### config.mk
export PLATFORM = sky130hd
export DESIGN_NAME = camera_fifo_top
export DESIGN_NICKNAME = d
export VERILOG_FILES = /design/src/camera_pkg.sv /design/src/camera_fifo_top.sv /design/src/ccd_capture.sv /design/src/fifo_loopback.sv /design/src/frame_count_display.sv
export VERILOG_INCLUDE_DIRS = /design/src
export SDC_FILE = /design/constraint.sdc
export NUM_CORES = 1
export LEC_CHECK = 0
export ABC_CLOCK_PERIOD_IN_PS = 2500
export BUFFER_PORTS_ARGS = -buffer_cell sky130_fd_sc_hd__buf_4
export CAP_MARGIN = 20
export CORE_UTILIZATION = 30
export CTS_CLUSTER_SIZE = 10
export DETAILED_ROUTE_END_ITERATION = 6
export GPL_ROUTABILITY_DRIVEN = 0
export HOLD_SLACK_MARGIN = 0.03
export PLACE_DENSITY = 0.48
export SKIP_LAST_GASP = 1
export SYNTH_ARGS = -nofsm -noshare
export SYNTH_HDL_FRONTEND = slang
export SYNTH_SLANG_ARGS = --single-unit
### constraint.sdc
create_clock -name CLOCK_50 -period 2.5 [get_ports CLOCK_50]
set_clock_uncertainty 0.2 [all_clocks]
set_input_delay 0.5 -clock CLOCK_50 [delete_from_list [all_inputs] [get_ports CLOCK_50]]
set_output_delay 0.5 -clock CLOCK_50 [all_outputs]
set_load 0.01 [all_outputs]
### src/camera_defs.svh
/*
 * Camera capture and host FIFO bridge
 * Width and count macros shared by every block
 */

`ifndef CAMERA_DEFS_SVH
`define CAMERA_DEFS_SVH

// ==============================
// Sensor side
// ==============================
`define PIXEL_W     12
`define COORD_W     16
`define FRAME_W     24

// ==============================
// Host FIFO and board outputs
// ==============================
`define FIFO_W      32
`define SEG_W       7
`define HEX_DIGITS  6
`define LED_W       10

`endif

### src/camera_pkg.sv
/*
 * Camera capture shared types
 * Pixel, counter and FIFO word types plus the FSM state encodings
 */

`include "camera_defs.svh"

package camera_pkg;

	// Data types
	typedef logic [`PIXEL_W-1:0] pixel_t;
	typedef logic [`COORD_W-1:0] coord_t;
	typedef logic [`FRAME_W-1:0] frame_count_t;
	typedef logic [`FIFO_W-1:0]  fifo_word_t;
	// Active low, bit 6 is segment g, bit 0 is segment a
	typedef logic [`SEG_W-1:0]   seg_t;

	// Capture control FSM
	typedef enum logic [1:0] {
		cap_stopped,
		cap_waiting,
		cap_in_frame
	} capture_state_t;

	// Host to FPGA reader FSM
	typedef enum logic [1:0] {
		rd_idle,
		rd_wait,
		rd_capture
	} reader_state_t;

	// FPGA to host writer FSM
	typedef enum logic {
		wr_idle,
		wr_finish
	} writer_state_t;

endpackage

### src/camera_fifo_top.sv
/*
 * Camera capture and host FIFO bridge top level
 * Joins sensor capture, frame count display and FIFO loopback
 */

`include "camera_defs.svh"

module camera_fifo_top
	import camera_pkg::*;
(
	input  logic             CLOCK_50,
	input  logic             rst,
	// Sensor
	input  pixel_t           d5m_d,
	input  logic             d5m_fval,
	input  logic             d5m_lval,
	input  logic             start_capture,
	input  logic             stop_capture,
	// Host FIFO status and data
	input  fifo_word_t       h2f_readdata,
	input  logic             h2f_empty,
	input  logic             f2h_full,
	// Captured pixel stream
	output pixel_t           pixel_data,
	output logic             pixel_valid,
	output coord_t           col_count,
	// Board display
	output logic [`LED_W-1:0] leds,
	output seg_t             hex0,
	output seg_t             hex1,
	output seg_t             hex2,
	output seg_t             hex3,
	output seg_t             hex4,
	output seg_t             hex5,
	// Host FIFO strobes
	output logic             h2f_read,
	output fifo_word_t       f2h_writedata,
	output logic             f2h_write
);

	coord_t       line_count;
	frame_count_t frame_count;

	// ==============================
	// Sensor capture
	// ==============================
	ccd_capture u_capture (
		.CLOCK_50      (CLOCK_50),
		.rst           (rst),
		.d5m_d         (d5m_d),
		.d5m_fval      (d5m_fval),
		.d5m_lval      (d5m_lval),
		.start_capture (start_capture),
		.stop_capture  (stop_capture),
		.pixel_data    (pixel_data),
		.pixel_valid   (pixel_valid),
		.col_count     (col_count),
		.line_count    (line_count),
		.frame_count   (frame_count)
	);

	// Line count on the LEDs
	assign leds = line_count[`LED_W-1:0];

	// Frame count on the hex digits
	frame_count_display u_display (
		.frame_count (frame_count),
		.hex0        (hex0),
		.hex1        (hex1),
		.hex2        (hex2),
		.hex3        (hex3),
		.hex4        (hex4),
		.hex5        (hex5)
	);

	// ==============================
	// Host FIFO loopback
	// ==============================
	fifo_loopback u_loopback (
		.CLOCK_50      (CLOCK_50),
		.rst           (rst),
		.h2f_readdata  (h2f_readdata),
		.h2f_empty     (h2f_empty),
		.f2h_full      (f2h_full),
		.h2f_read      (h2f_read),
		.f2h_writedata (f2h_writedata),
		.f2h_write     (f2h_write)
	);

endmodule

### src/ccd_capture.sv
/*
 * Camera sensor capture front end
 * Registers pixel and valid inputs, runs start/stop control and keeps
 * column, line and frame counters; valid pixels leave two cycles later
 */

module ccd_capture
	import camera_pkg::*;
(
	input  logic         CLOCK_50,
	input  logic         rst,
	input  pixel_t       d5m_d,
	input  logic         d5m_fval,
	input  logic         d5m_lval,
	input  logic         start_capture,
	input  logic         stop_capture,
	output pixel_t       pixel_data,
	output logic         pixel_valid,
	output coord_t       col_count,
	output coord_t       line_count,
	output frame_count_t frame_count
);

	// Input register stage
	pixel_t d_reg;
	logic   fval_reg;
	logic   lval_reg;
	// One more stage of the valids for edge detect
	logic   fval_prev;
	logic   lval_prev;

	capture_state_t state;
	// Stop request seen mid frame, acted on at frame end
	logic   stop_seen;
	// Running column index of the current line
	coord_t col_cnt;

	logic   frame_rise;
	logic   frame_fall;
	logic   line_fall;
	logic   frame_start;
	logic   capturing;

	// ==============================
	// Sensor input sampling
	// ==============================
	always_ff @(posedge CLOCK_50) begin
		d_reg <= d5m_d;
		if (rst) begin
			fval_reg  <= 1'b0;
			lval_reg  <= 1'b0;
			fval_prev <= 1'b0;
			lval_prev <= 1'b0;
		end else begin
			fval_reg  <= d5m_fval;
			lval_reg  <= d5m_lval;
			fval_prev <= fval_reg;
			lval_prev <= lval_reg;
		end
	end

	assign frame_rise = fval_reg & ~fval_prev;
	assign frame_fall = ~fval_reg & fval_prev;
	assign line_fall  = ~lval_reg & lval_prev;

	// A frame is taken only when armed and no stop is pending
	assign frame_start = (state == cap_waiting) & frame_rise & ~stop_capture;
	// First frame cycle counts as captured too
	assign capturing = (state == cap_in_frame) | frame_start;

	// ==============================
	// Start/stop control
	// ==============================
	always_ff @(posedge CLOCK_50) begin
		if (rst) begin
			state     <= cap_stopped;
			stop_seen <= 1'b0;
		end else begin
			case (state)
				cap_stopped: begin
					if (start_capture)
						state <= cap_waiting;
				end
				cap_waiting: begin
					// Between frames a stop is immediate
					if (stop_capture)
						state <= cap_stopped;
					else if (frame_rise)
						state <= cap_in_frame;
				end
				cap_in_frame: begin
					if (frame_fall) begin
						state     <= (stop_seen | stop_capture) ? cap_stopped : cap_waiting;
						stop_seen <= 1'b0;
					end else if (stop_capture) begin
						stop_seen <= 1'b1;
					end
				end
				default: state <= cap_stopped;
			endcase
		end
	end

	// Column, line and frame counters
	always_ff @(posedge CLOCK_50) begin
		if (rst) begin
			col_cnt     <= '0;
			line_count  <= '0;
			frame_count <= '0;
		end else begin
			if (lval_reg)
				col_cnt <= col_cnt + 1'b1;
			else
				col_cnt <= '0;
			if (frame_start) begin
				frame_count <= frame_count + 1'b1;
				line_count  <= '0;
			end else if ((state == cap_in_frame) && line_fall) begin
				line_count <= line_count + 1'b1;
			end
		end
	end

	// Output register, column index travels with its pixel
	always_ff @(posedge CLOCK_50) begin
		pixel_data <= d_reg;
		if (rst) begin
			pixel_valid <= 1'b0;
			col_count   <= '0;
		end else begin
			pixel_valid <= capturing & fval_reg & lval_reg;
			col_count   <= col_cnt;
		end
	end

endmodule

### src/fifo_loopback.sv
/*
 * Host FIFO loopback bridge
 * Pops words from the host-to-FPGA FIFO into a one-word buffer and
 * pushes them to the FPGA-to-host FIFO, one word in flight at a time
 */

module fifo_loopback
	import camera_pkg::*;
(
	input  logic       CLOCK_50,
	input  logic       rst,
	input  fifo_word_t h2f_readdata,
	input  logic       h2f_empty,
	input  logic       f2h_full,
	output logic       h2f_read,
	output fifo_word_t f2h_writedata,
	output logic       f2h_write
);

	reader_state_t rd_state;
	writer_state_t wr_state;

	// One-word buffer between the two FIFOs
	fifo_word_t data_buf;
	logic       buf_valid;
	logic       buf_load;
	logic       buf_free;

	// Read strobe only with data waiting and room in the buffer
	assign h2f_read = (rd_state == rd_idle) & ~h2f_empty & ~buf_valid;
	assign buf_load = (rd_state == rd_capture);
	assign buf_free = (wr_state == wr_finish);

	// ==============================
	// Reader FSM
	// ==============================
	always_ff @(posedge CLOCK_50) begin
		if (rst) begin
			rd_state <= rd_idle;
		end else begin
			case (rd_state)
				rd_idle: begin
					if (h2f_read)
						rd_state <= rd_wait;
				end
				// FIFO presents the popped word here
				rd_wait:    rd_state <= rd_capture;
				rd_capture: rd_state <= rd_idle;
				default:    rd_state <= rd_idle;
			endcase
		end
	end

	// Word latch
	always_ff @(posedge CLOCK_50) begin
		if (buf_load)
			data_buf <= h2f_readdata;
	end

	// Set by the reader, cleared by the writer
	always_ff @(posedge CLOCK_50) begin
		if (rst)
			buf_valid <= 1'b0;
		else if (buf_load)
			buf_valid <= 1'b1;
		else if (buf_free)
			buf_valid <= 1'b0;
	end

	// ==============================
	// Writer FSM
	// ==============================
	always_ff @(posedge CLOCK_50) begin
		if (rst) begin
			wr_state  <= wr_idle;
			f2h_write <= 1'b0;
		end else begin
			case (wr_state)
				wr_idle: begin
					// Space downstream and a word to send
					if (buf_valid && !f2h_full) begin
						f2h_write <= 1'b1;
						wr_state  <= wr_finish;
					end
				end
				wr_finish: begin
					f2h_write <= 1'b0;
					wr_state  <= wr_idle;
				end
				default: begin
					f2h_write <= 1'b0;
					wr_state  <= wr_idle;
				end
			endcase
		end
	end

	// Write data follows the buffer, valid under the strobe
	always_ff @(posedge CLOCK_50) begin
		if ((wr_state == wr_idle) && buf_valid && !f2h_full)
			f2h_writedata <= data_buf;
	end

endmodule

### src/frame_count_display.sv
/*
 * Frame count display
 * Six hex digits on active-low seven-segment outputs, no state
 */

`include "camera_defs.svh"

module frame_count_display
	import camera_pkg::*;
(
	input  frame_count_t frame_count,
	output seg_t         hex0,
	output seg_t         hex1,
	output seg_t         hex2,
	output seg_t         hex3,
	output seg_t         hex4,
	output seg_t         hex5
);

	// Segment table, g down to a, lit on 0
	localparam seg_t SEG_TABLE [16] = '{
		7'b1000000, 7'b1111001, 7'b0100100, 7'b0110000,
		7'b0011001, 7'b0010010, 7'b0000010, 7'b1111000,
		7'b0000000, 7'b0010000, 7'b0001000, 7'b0000011,
		7'b1000110, 7'b0100001, 7'b0000110, 7'b0001110
	};

	seg_t digit [`HEX_DIGITS];

	// One nibble per digit, lowest nibble on digit 0
	always_comb begin
		for (int i = 0; i < `HEX_DIGITS; i++) begin
			digit[i] = SEG_TABLE[frame_count[4*i +: 4]];
		end
	end

	assign hex0 = digit[0];
	assign hex1 = digit[1];
	assign hex2 = digit[2];
	assign hex3 = digit[3];
	assign hex4 = digit[4];
	assign hex5 = digit[5];

endmodule

==> flow_summary.ini, run 1 <==
[outcome]
run_status = finished clean

[routing]
postRouteAntennaNets = 0
wl_per_cell_um = 13.7
detail_route.first_pass.iterations = 4
num_vias = 5451
dr.first_iter.drc_count = 232
viasPerCell = 4.55
routed_wl_um = 16400
route.detailed.drc = 0

[sta]
slew-limit-headroom_pct = 68.2
final-setup-viol-count = 0
finalMaxSlewViolations = 0
timing.fmax_ghz = 0.402
worst_hold_slack_ps = 59.8
finalWorstPathRequiredPeriod_ps = 2490
grt_setup_unrepaired = yes
layout_worst_path_cycle_share_pct = 99.4
slew_at_the_pin_closest_to_its_max_slew_limit_ps = 477
finalWorstSetupSlack_ps = 14.3
hold_viol = 0

[setup_path]
critical_path_arrival_ps = 1790
required_ps = 1800
path_class = flip-flop to primary output
critPathLaunchType = flip-flop
worstPathMaxFanout = 4
r2r_setup_slack_ps = 170
critical_path.reg2reg.startpoint = u_capture.frame_count[5]
cp-end-kind = primary output
worst_flop_to_flop_path_endpoint = u_capture.frame_count[21]
rr_worst_depth = 7

[grt]
maximum_number_of_pins_on_one_net_before_global_route_repair = 43
wire_length_of_the_first_global_routing_pass_um = 25700
gr-total-overflow = 0
number_of_global_route_vias_before_repair = 5143
grt_use_total_pct = 13.4
number_of_antenna_violations_at_the_first_check_in_global_routing = 0

[yosys]
postSynth.topFlopCell = sky130_fd_sc_hd__dfxtp_1
synth_enable_flop_cells = 64
postSynth.asyncResetShare_pct = 0
post_synth_instance_area_sq_mm = 0.00701
ys_seq_elements = 167
netlist_instances = 644
synth.top_cell.area_share_pct = 29.4
synthesis.nets = 734
synth.top_cells.by_area = sky130_fd_sc_hd__dfxtp_1 29%, sky130_fd_sc_hd__edfxtp_1 27%, sky130_fd_sc_hd__ha_1 6.8%
yosys_warnings = 0
synth_cell_types = 46
seq_area_frac_synth_pct = 56.8
synthesis.area_per_instance_sq_um = 10.9
synth_top_cell_by_area = sky130_fd_sc_hd__dfxtp_1

[hold_path]
min_path_type = input pin to flip-flop
sink_of_the_worst_hold_path = u_loopback.data_buf[23]
worst_hold_startpoint = h2f_readdata[23]
worst_hold_path.num_cells = 1

[placed_design]
portbufs = 166
place_worst_setup_slack_ps = -69.7
dpl.hpwl_um = 11200

[power_and_ir_drop]
overall_power_of_the_completed_layout_mw = 5.61
ratio_of_total_power_to_cell_area_mw_per_mm2 = 562
cellLeakagePower_nw = 3.86
largest_voltage_drop_on_the_vdd_net_mv = 0.436

[floorplan]
floorplan.die_area_sq_mm = 0.0240
placeableCoreArea_sq_mm = 0.0228
io_pins = 167
die_h_um = 155
initial_util_pct = 30.8
die_width_um = 155
core.rowCount = 55

[job]
timing.max_cap.violations = 0

[clock_tree]
htree_num_levels = 4
clockRootBuffer = sky130_fd_sc_hd__clkbuf_16
clock_latency_ps = 420
tritoncts = built
cts_max_path_buffers = 2
tritoncts_num_sinks = 167
numCtsBuffers = 17
cts.clk_slew.worst_paths_ps = 70

[cells_and_area]
antenna-diode-count = 0
post_route_cells_drive_above_1_share_pct = 35.9
fillerInstances = 2158
reg_top3 = u_loopback.data_buf x32, u_loopback.f2h_writedata x32, u_capture.frame_count x24
finish.net_count = 962
area_delta_synth_final_pct = 42.4
placed cells by master, fill, tap and decap left out, types with 20 or more instances in the layout:
| cell type | instances |
|---|---|
| sky130_fd_sc_hd__a21oi_1 | 29 |
| sky130_fd_sc_hd__buf_4 | 215 |
| sky130_fd_sc_hd__dfxtp_1 | 88 |
| sky130_fd_sc_hd__dlygate4sd3_1 | 20 |
| sky130_fd_sc_hd__edfxtp_1 | 64 |
| sky130_fd_sc_hd__ha_1 | 22 |
| sky130_fd_sc_hd__nand2_1 | 41 |
| sky130_fd_sc_hd__nor2_1 | 65 |
| sky130_fd_sc_hd__nor2b_1 | 25 |
| sky130_fd_sc_hd__o21ai_0 | 21 |
| sky130_fd_sc_hd__xnor2_1 | 21 |
power by group:
| group | leakage, nW | switching (mW) | internal, mW | total (mW) |
|---|---|---|---|---|
| sequential | 1.43 | 0.0200 | 2.86 | 2.88 |
| clock | 0.281 | 1.18 | 1.33 | 2.52 |
| combinational | 2.15 | 0.0926 | 0.123 | 0.216 |
critical path, stage by stage, from the launching register on:
cell and delay, ps:
sky130_fd_sc_hd__dfxtp_2 340, sky130_fd_sc_hd__buf_6 110, sky130_fd_sc_hd__inv_6 40, sky130_fd_sc_hd__ha_4 250, sky130_fd_sc_hd__inv_2 30, sky130_fd_sc_hd__mux4_2 460, sky130_fd_sc_hd__buf_6 140
synthesized netlist by cell type, types with 2 or more instances:
master / n
sky130_fd_sc_hd__a32o_1: 2
sky130_fd_sc_hd__inv_1: 28
sky130_fd_sc_hd__nand2_1: 41
sky130_fd_sc_hd__nor3b_1: 2
sky130_fd_sc_hd__mux2i_1: 10
sky130_fd_sc_hd__xnor2_1: 21
sky130_fd_sc_hd__dfxtp_1: 103
sky130_fd_sc_hd__o211ai_1: 2
sky130_fd_sc_hd__nor2_1: 65
sky130_fd_sc_hd__a22o_1: 11
sky130_fd_sc_hd__buf_6: 2
sky130_fd_sc_hd__and2_1: 6
sky130_fd_sc_hd__clkbuf_1: 26
sky130_fd_sc_hd__nor4b_1: 2
sky130_fd_sc_hd__nor3_1: 7
sky130_fd_sc_hd__nand3_1: 15
sky130_fd_sc_hd__mux4_2: 5
sky130_fd_sc_hd__nor2b_1: 27
sky130_fd_sc_hd__o31ai_1: 8
sky130_fd_sc_hd__buf_1: 4
sky130_fd_sc_hd__or3b_2: 3
sky130_fd_sc_hd__edfxtp_1: 64
sky130_fd_sc_hd__nand4_1: 18
sky130_fd_sc_hd__o21ai_0: 24
sky130_fd_sc_hd__nor4_1: 9
sky130_fd_sc_hd__nand2b_1: 16
sky130_fd_sc_hd__a31oi_1: 8
sky130_fd_sc_hd__a21oi_1: 29
sky130_fd_sc_hd__or3_1: 10
sky130_fd_sc_hd__and4_1: 3
sky130_fd_sc_hd__or4_1: 8
sky130_fd_sc_hd__ha_1: 38
sky130_fd_sc_hd__or2_2: 3
sky130_fd_sc_hd__o21a_1: 4
sky130_fd_sc_hd__xor2_1: 9
per-layer routing:
layer | up-vias | global-route usage [%] | wire length [um]
met5 | - | 0 | 0
met4 | 0 | 3.77 | 184
met3 | 18 | 4.07 | 1070
met2 | 154 | 21.1 | 7460
met1 | 2561 | 17.7 | 7640
li1 | 2718 | - | -
per-stage QoR:
stage          util, %  cells  TNS [ps]  cell area [sq um]
6_report          43.8   1198         0               9990
5_1_grt           43.8   1198     -79.0               9990
4_1_cts           42.9   1182     -34.5               9770
3_5_place_dp      38.4   1120      -238               8750
3_3_place_gp      38.4   1120      -116               8750
2_1_floorplan        -    644         0               7020
how the worst max path moves through the flow:
stage                                end  cells after the start                      start  slack [ps]
2_1_floorplan  u_capture.frame_count[22]                      5               stop_capture           4
3_3_place_gp   u_capture.frame_count[23]                      5               stop_capture         -40
3_5_place_dp   u_capture.frame_count[23]                      5               stop_capture         -70
4_1_cts                          hex1[3]                      5   u_capture.frame_count[4]         -20
5_1_grt                          hex3[3]                      6  u_capture.frame_count[13]         -40
6_report                         hex3[3]                      6  u_capture.frame_count[13]          10
what timing repair did:
| action | CTS | global route |
|---|---|---|
| hold endpoints to repair | 12 | 8 |
| pin swaps | 3 | 2 |
| setup endpoints to repair | 19 | 14 |
| setup buffers | 20 | 8 |
| resized for setup | 65 | 26 |
| hold buffers | 12 | 8 |
cell families after synthesis:
family                     Yosys count  synth area share (%)
adders and majority gates           38                  6.78
xor gates and xnor gates            30                  3.75
muxes                               15                  3.03
DFF                                167                  56.8
AOI/OAI and AO/OA                   90                  7.90
and+or+nand+nor                    242                  18.2
buffers and inverters               62                  3.55
layout make-up:
type                            instances  area, sq um  share of cell area [%]
Tap cell                              313          392                    3.92
Inverter                               29          140                    1.40
Timing Repair Buffer                  242         1900                    19.0
Sequential cell                       167         4030                    40.4
Clock inverter                         15          153                    1.53
Multi-Input combinational cell        415         2940                    29.5
Clock buffer                           17          425                    4.26
(Power assumes the default switching activity.)
==> run 2, diff against run 1 <==
--- a/config.mk
+++ b/config.mk
@@ -14,7 +14,7 @@
 export DETAILED_ROUTE_END_ITERATION = 6
 export GPL_ROUTABILITY_DRIVEN = 0
 export HOLD_SLACK_MARGIN = 0.03
-export PLACE_DENSITY = 0.48
+export PLACE_DENSITY_LB_ADDON = 0.3
 export SKIP_LAST_GASP = 1
 export SYNTH_ARGS = -nofsm -noshare
 export SYNTH_HDL_FRONTEND = slang
==> run 2 against run 1 <==
Compared with the run above:
- critical path depth is 1 lower
- total power is 4.0% higher
- die area stayed put
- wire length is 4.9% lower
- global-route usage is 0.40 points lower
- clock power is 8.7% higher
- sequential cell count stayed put
- core utilization is 0.24 points higher
- fmax is 0.34% higher
- hold slack better by 2.2 ps
- final area is 0.54% higher
- sequential power hardly changed
- critical path type unchanged
- largest power group unchanged
- highest routed layer unchanged
==> flow_summary.ini, run 2 (synthesized netlist as in run 1, its figures left out) <==
[outcome]
run_status = finished clean

[sta]
finalMaxSlewViolations = 0
layout_worst_path_cycle_share_pct = 99.1
grt_setup_unrepaired = yes
final.setup.tns_ps = 0
final-setup-viol-count = 0
finalWorstPathRequiredPeriod_ps = 2480
timing.fmax_ghz = 0.404
hold_viol = 0
slew_at_the_pin_closest_to_its_max_slew_limit_ps = 505
finalWorstSetupSlack_ps = 22.7
slew-limit-headroom_pct = 66.1

[power_and_ir_drop]
swShare_pct = 21.5
largest_voltage_drop_on_the_vdd_net_mv = 0.428
cellLeakagePower_nw = 3.87
pwr-share-clk_pct = 46.9
p_int_mw = 4.59
power.share.sequential_pct = 49.3
comb_power_share_pct = 3.8
power.switching_mw = 1.25
ratio_of_total_power_to_cell_area_mw_per_mm2 = 582

[cells_and_area]
finish.net_count = 960
post_route_cells_drive_above_1_share_pct = 34.8
area.sequential_sq_mm = 0.00404
antenna-diode-count = 0
multi_input_comb_area_sq_mm = 0.00293
area_delta_synth_final_pct = 43.1
fillerInstances = 2185
finalCoreUtilization_pct = 44.1
layout.cells.most_common_list = 207 x sky130_fd_sc_hd__buf_4, 86 x sky130_fd_sc_hd__dfxtp_1, 65 x sky130_fd_sc_hd__nor2_1, 64 x sky130_fd_sc_hd__edfxtp_1, 41 x sky130_fd_sc_hd__nand2_1
layout_commonest_cell = sky130_fd_sc_hd__buf_4
final_design_area_no_fill_sq_mm = 0.0100
reg_top3 = u_loopback.data_buf x32, u_loopback.f2h_writedata x32, u_capture.frame_count x24

[placed_design]
detailed_place.area_sq_mm = 0.00875
place_worst_setup_slack_ps = -88.5
portbufs = 166
dpl.hpwl_um = 10900

[routing]
routed_wl_um = 15600
postRouteAntennaNets = 0
detail_route.first_pass.iterations = 4
num_vias = 5317
route.detailed.drc = 0
dr.first_iter.drc_count = 250
wl_per_cell_um = 13.0
viasPerCell = 4.45

[setup_path]
rr_worst_depth = 4
worstPathMaxFanout = 5
critical_path.reg2reg.startpoint = u_capture.fval_reg
critPathLaunchType = flip-flop
worst_flop_to_flop_path_endpoint = u_capture.frame_count[22]
path_class = flip-flop to primary output
cp-end-kind = primary output
r2r_setup_slack_ps = 180
critical_path_arrival_ps = 1780
required_ps = 1800

[floorplan]
floorplan.die_area_sq_mm = 0.0240
core.rowCount = 55
initial_util_pct = 30.8
io_pins = 167
placeableCoreArea_sq_mm = 0.0228
die_h_um = 155
die_width_um = 155

[clock_tree]
cts.clk_slew.worst_paths_ps = 70
htree_num_levels = 4
tritoncts = built
cts_max_path_buffers = 2
numCtsBuffers = 17
tritoncts_num_sinks = 167
clock_latency_ps = 420
clockRootBuffer = sky130_fd_sc_hd__clkbuf_16

[grt]
gr-total-overflow = 0
wire_length_of_the_first_global_routing_pass_um = 24900
number_of_global_route_vias_before_repair = 5022
number_of_antenna_violations_at_the_first_check_in_global_routing = 0
maximum_number_of_pins_on_one_net_before_global_route_repair = 33
grt_use_total_pct = 13.0

[job]
timing.max_cap.violations = 0

[hold_path]
min_path_type = input pin to flip-flop
worst_hold_path.num_cells = 1
worst_hold_startpoint = h2f_readdata[3]
sink_of_the_worst_hold_path = u_loopback.data_buf[3]
-- run 2: changes by cell type in the layout (fill, tap and decap cells not counted), moves of 2 or more --
cell and delta:
sky130_fd_sc_hd__buf_4 -8, sky130_fd_sc_hd__inv_4 +3, sky130_fd_sc_hd__inv_8 -3, sky130_fd_sc_hd__bufinv_16 +2, sky130_fd_sc_hd__dfxtp_2 +2, sky130_fd_sc_hd__inv_2 -5
sky130_fd_sc_hd__dfxtp_1 -2, sky130_fd_sc_hd__inv_1 +3, sky130_fd_sc_hd__dlygate4sd3_1 +5
-- run 2: worst max path at each step --
stage	startpoint	endpoint	slack (ps)
3_3_place_gp	stop_capture	u_capture.frame_count[22]	-70
4_1_cts	u_capture.frame_count[1]	hex0[3]	-80
5_1_grt	u_capture.frame_count[0]	hex0[3]	-50
3_5_place_dp	stop_capture	u_capture.frame_count[22]	-90
6_report	u_capture.frame_count[16]	hex4[3]	20
2_1_floorplan	stop_capture	u_capture.frame_count[22]	4
-- run 2: timing repair --
item                       in CTS  in global routing
resized for setup              46                 44
pin swaps                       0                  2
hold buffers                   12                 13
hold endpoints to repair       12                 13
setup endpoints to repair      16                 18
gates cloned                    0                  0
buffers inserted                8                 12
-- run 2: cell type report --
class	instances	area share, %
Clock buffer	20	4.66
Clock inverter	12	1.55
Inverter	29	1.47
Multi-Input combinational cell	415	29.2
Sequential cell	167	40.2
Tap cell	313	3.90
Timing Repair Buffer	240	19.0
-- run 2: power by group through the flow --
stage	combinational (mW)	sequential (mW)	clock, mW
4_1_cts	0.206	2.88	2.83
3_3_place_gp	0.188	2.95	0
3_5_place_dp	0.190	2.95	0
2_1_floorplan	0.0585	2.96	0
5_1_grt	0.240	2.89	2.94
6_report	0.221	2.88	2.74
-- run 2: routing by layer --
metal | vias up | GRT usage (%) | part of all wire, %
met3 | 4 | 3.87 | 4.7
met1 | 2497 | 16.1 | 44
met5 | - | 0 | 0
li1 | 2716 | - | -
met2 | 100 | 21.9 | 51
met4 | 0 | 3.39 | 0.60
-- run 2: critical path, cell delays in order (launching register included) --
cell	delay [ps]
sky130_fd_sc_hd__dfxtp_4	410
sky130_fd_sc_hd__inv_6	60
sky130_fd_sc_hd__ha_4	260
sky130_fd_sc_hd__inv_2	30
sky130_fd_sc_hd__mux4_2	470
sky130_fd_sc_hd__buf_6	140
-- run 2: stage by stage --
stage / power (mW) / hold WS, ps / instances
final: 5.84 / 62.0 / 1196
after floorplan: 3.02 / 110 / 644
after global routing: 6.07 / 30.7 / 1196
after detailed placement: 3.14 / 112 / 1119
after CTS: 5.92 / 32.4 / 1171
after global placement: 3.14 / 110 / 1119
==> run 3, diff against run 2 <==
--- a/config.mk
+++ b/config.mk
@@ -6,7 +6,7 @@
 export SDC_FILE = /design/constraint.sdc
 export NUM_CORES = 1
 export LEC_CHECK = 0
-export ABC_CLOCK_PERIOD_IN_PS = 2500
+export ABC_CLOCK_PERIOD_IN_PS = 3100
 export BUFFER_PORTS_ARGS = -buffer_cell sky130_fd_sc_hd__buf_4
 export CAP_MARGIN = 20
 export CORE_UTILIZATION = 30
==> constraint.sdc (replaced) <==
create_clock -name CLOCK_50 -period 3.1 [get_ports CLOCK_50]
set_clock_uncertainty 0.2 [all_clocks]
set_input_delay 0.62 -clock CLOCK_50 [delete_from_list [all_inputs] [get_ports CLOCK_50]]
set_output_delay 0.62 -clock CLOCK_50 [all_outputs]
set_load 0.01 [all_outputs]
==> run 3 against run 2 <==
Compared with the run above:
- critical path depth is the same
- critical endpoint is now hex0[3]
- highest routed layer unchanged
- cell count shrank 4.8%
- clock-buffer cell count shrank 3
- total power shrank 23%
- via count shrank 5.0%
- final area shrank 8.2%
- global-route usage shrank 0.86 points
- hold slack gained 36 ps
- non-clock buffer count shrank 58
==> flow_summary.ini, run 3 (synthesized netlist as in run 1, its figures left out) <==
[cells_and_area]
final_design_area_no_fill_sq_mm = 0.00922
post_route_cells_drive_above_1_share_pct = 27.4
area_delta_synth_final_pct = 31.4
finalCoreUtilization_pct = 40.5
layout_commonest_cell = sky130_fd_sc_hd__buf_4
finish.net_count = 902
fin_cells = 1139
layout.cells.most_common_list = 182 x sky130_fd_sc_hd__buf_4, 103 x sky130_fd_sc_hd__dfxtp_1, 65 x sky130_fd_sc_hd__nor2_1, 64 x sky130_fd_sc_hd__edfxtp_1, 41 x sky130_fd_sc_hd__nand2_1
fillerInstances = 2209
reg_top3 = u_loopback.data_buf x32, u_loopback.f2h_writedata x32, u_capture.frame_count x24

[clock_tree]
cts_max_path_buffers = 2
numCtsBuffers = 17
clockRootBuffer = sky130_fd_sc_hd__clkbuf_16
post-cts-setup-buffers = 0
tritoncts_num_sinks = 167
clock_latency_ps = 420
cts.clk_slew.worst_paths_ps = 70
cts_hold_repair.buffers = 0
cts-resized-gates = 0
tritoncts = built
htree_num_levels = 4

[routing]
detail_route.first_pass.iterations = 6
viasPerCell = 4.44
postRouteAntennaNets = 0
routed_wl_um = 14500
dr.first_iter.drc_count = 255
route.detailed.drc = 0
num_vias = 5053
wl_per_cell_um = 12.7

[sta]
finalWorstSetupSlack_ps = 194
worst_hold_slack_ps = 98.3
grt_setup_unrepaired = no
finalMaxSlewViolations = 0
layout_worst_path_cycle_share_pct = 93.7
finalWorstPathRequiredPeriod_ps = 2910
hold_viol = 0
final.setup.tns_ps = 0
slew_at_the_pin_closest_to_its_max_slew_limit_ps = 630
final-setup-viol-count = 0
timing.fmax_ghz = 0.344
slew-limit-headroom_pct = 57.9

[setup_path]
critical_path.reg2reg.startpoint = u_capture.state[1]
cpMaxStageDelayCell = sky130_fd_sc_hd__dfxtp_1
critPathLaunchType = flip-flop
startpoint = u_capture.frame_count[0]
r2r_setup_slack_ps = 570
critical_path_arrival_ps = 2090
critPathCapture = hex0[3]
worst_path_largest_cell_delay_ps = 460
rr_worst_depth = 5
path_class = flip-flop to primary output
cells_along_the_critical_path = inv_1 -> ha_1 -> inv_1 -> mux4_2 -> buf_4
required_ps = 2280
cp-end-kind = primary output
worst_flop_to_flop_path_endpoint = u_capture.frame_count[19]
worst_path_most_repeated_cell = sky130_fd_sc_hd__inv_1
worstPathMaxFanout = 6

[job]
timing.max_cap.violations = 0

[placed_design]
detailed_place.area_sq_mm = 0.00863
portbufs = 166
dpl.hpwl_um = 10300
placed_cells_incl_taps = 1106
place_worst_setup_slack_ps = 243

[floorplan]
io_pins = 167
die_h_um = 155
initial_util_pct = 30.8
die_width_um = 155
core.rowCount = 55
placeableCoreArea_sq_mm = 0.0228
floorplan.die_area_sq_mm = 0.0240

[grt]
grt_util_met3_pct = 3.62
wire_length_of_the_first_global_routing_pass_um = 23300
busiest_layer = met2
grt_use_total_pct = 12.1
met1_usage_pct = 15.9
gr-total-overflow = 0
number_of_antenna_violations_at_the_first_check_in_global_routing = 1
maximum_number_of_pins_on_one_net_before_global_route_repair = 44
grtUsageMet2_pct = 19.0
number_of_global_route_vias_before_repair = 4726

[outcome]
run_status = finished clean

[hold_path]
min_path_type = input pin to flip-flop

[power_and_ir_drop]
ratio_of_total_power_to_cell_area_mw_per_mm2 = 489
cellLeakagePower_nw = 3.52
largest_voltage_drop_on_the_vdd_net_mv = 0.326
overall_power_of_the_completed_layout_mw = 4.51
-- run 3: cell count changes in the layout (fill, tap and decap cells not counted), sizes merged --
| cell | delta |
|---|---|
| buf | -33 |
| dlygate4sd3 | -25 |
| clkinv | +4 |
| clkbuf | -3 |
| bufinv | -2 |
| diode | +1 |
| inv | +1 |
-- run 3: routing by layer --
| metal | vias up | part of all wire [%] |
|---|---|---|
| li1 | 2602 | - |
| met1 | 2309 | 48 |
| met2 | 127 | 46 |
| met3 | 15 | 5.0 |
| met4 | 0 | 1.2 |
| met5 | - | 0 |
-- run 3: report_power, final --
group | switching [mW] | leakage, nW | internal [mW]
Sequential | 0.0132 | 1.42 | 2.32
Combinational | 0.0682 | 1.82 | 0.0785
Clock | 0.953 | 0.283 | 1.08
-- run 3: layout make-up --
cell class | instances | area [sq um] | area share, %
inverter | 29 | 109 | 1.18
clock buffer | 17 | 425 | 4.62
antenna | 1 | 2.50 | 0.0272
tap | 313 | 392 | 4.25
multi-input combinational | 415 | 2780 | 30.2
timing repair buffer | 182 | 1370 | 14.8
clock inverter | 15 | 155 | 1.68
sequential | 167 | 3980 | 43.2
-- run 3: worst min-delay path by stage --
stage	from	end	depth (start not counted)
6_report	d5m_d[5]	u_capture.d_reg[5]	1
5_1_grt	d5m_d[2]	u_capture.d_reg[2]	1
4_1_cts	d5m_d[7]	u_capture.d_reg[7]	1
3_5_place_dp	u_capture.d_reg[11]	u_capture.pixel_data[11]	0
3_3_place_gp	u_capture.d_reg[6]	u_capture.pixel_data[6]	0
2_1_floorplan	u_capture.d_reg[0]	u_capture.pixel_data[0]	0
-- run 3: worst max-delay path: cells and delay by family, from the launching register on --
family	cells	cell delay [ps]
DFF	1	460
muxes	1	460
buffers and inverters	3	380
adders and majority gates	1	360
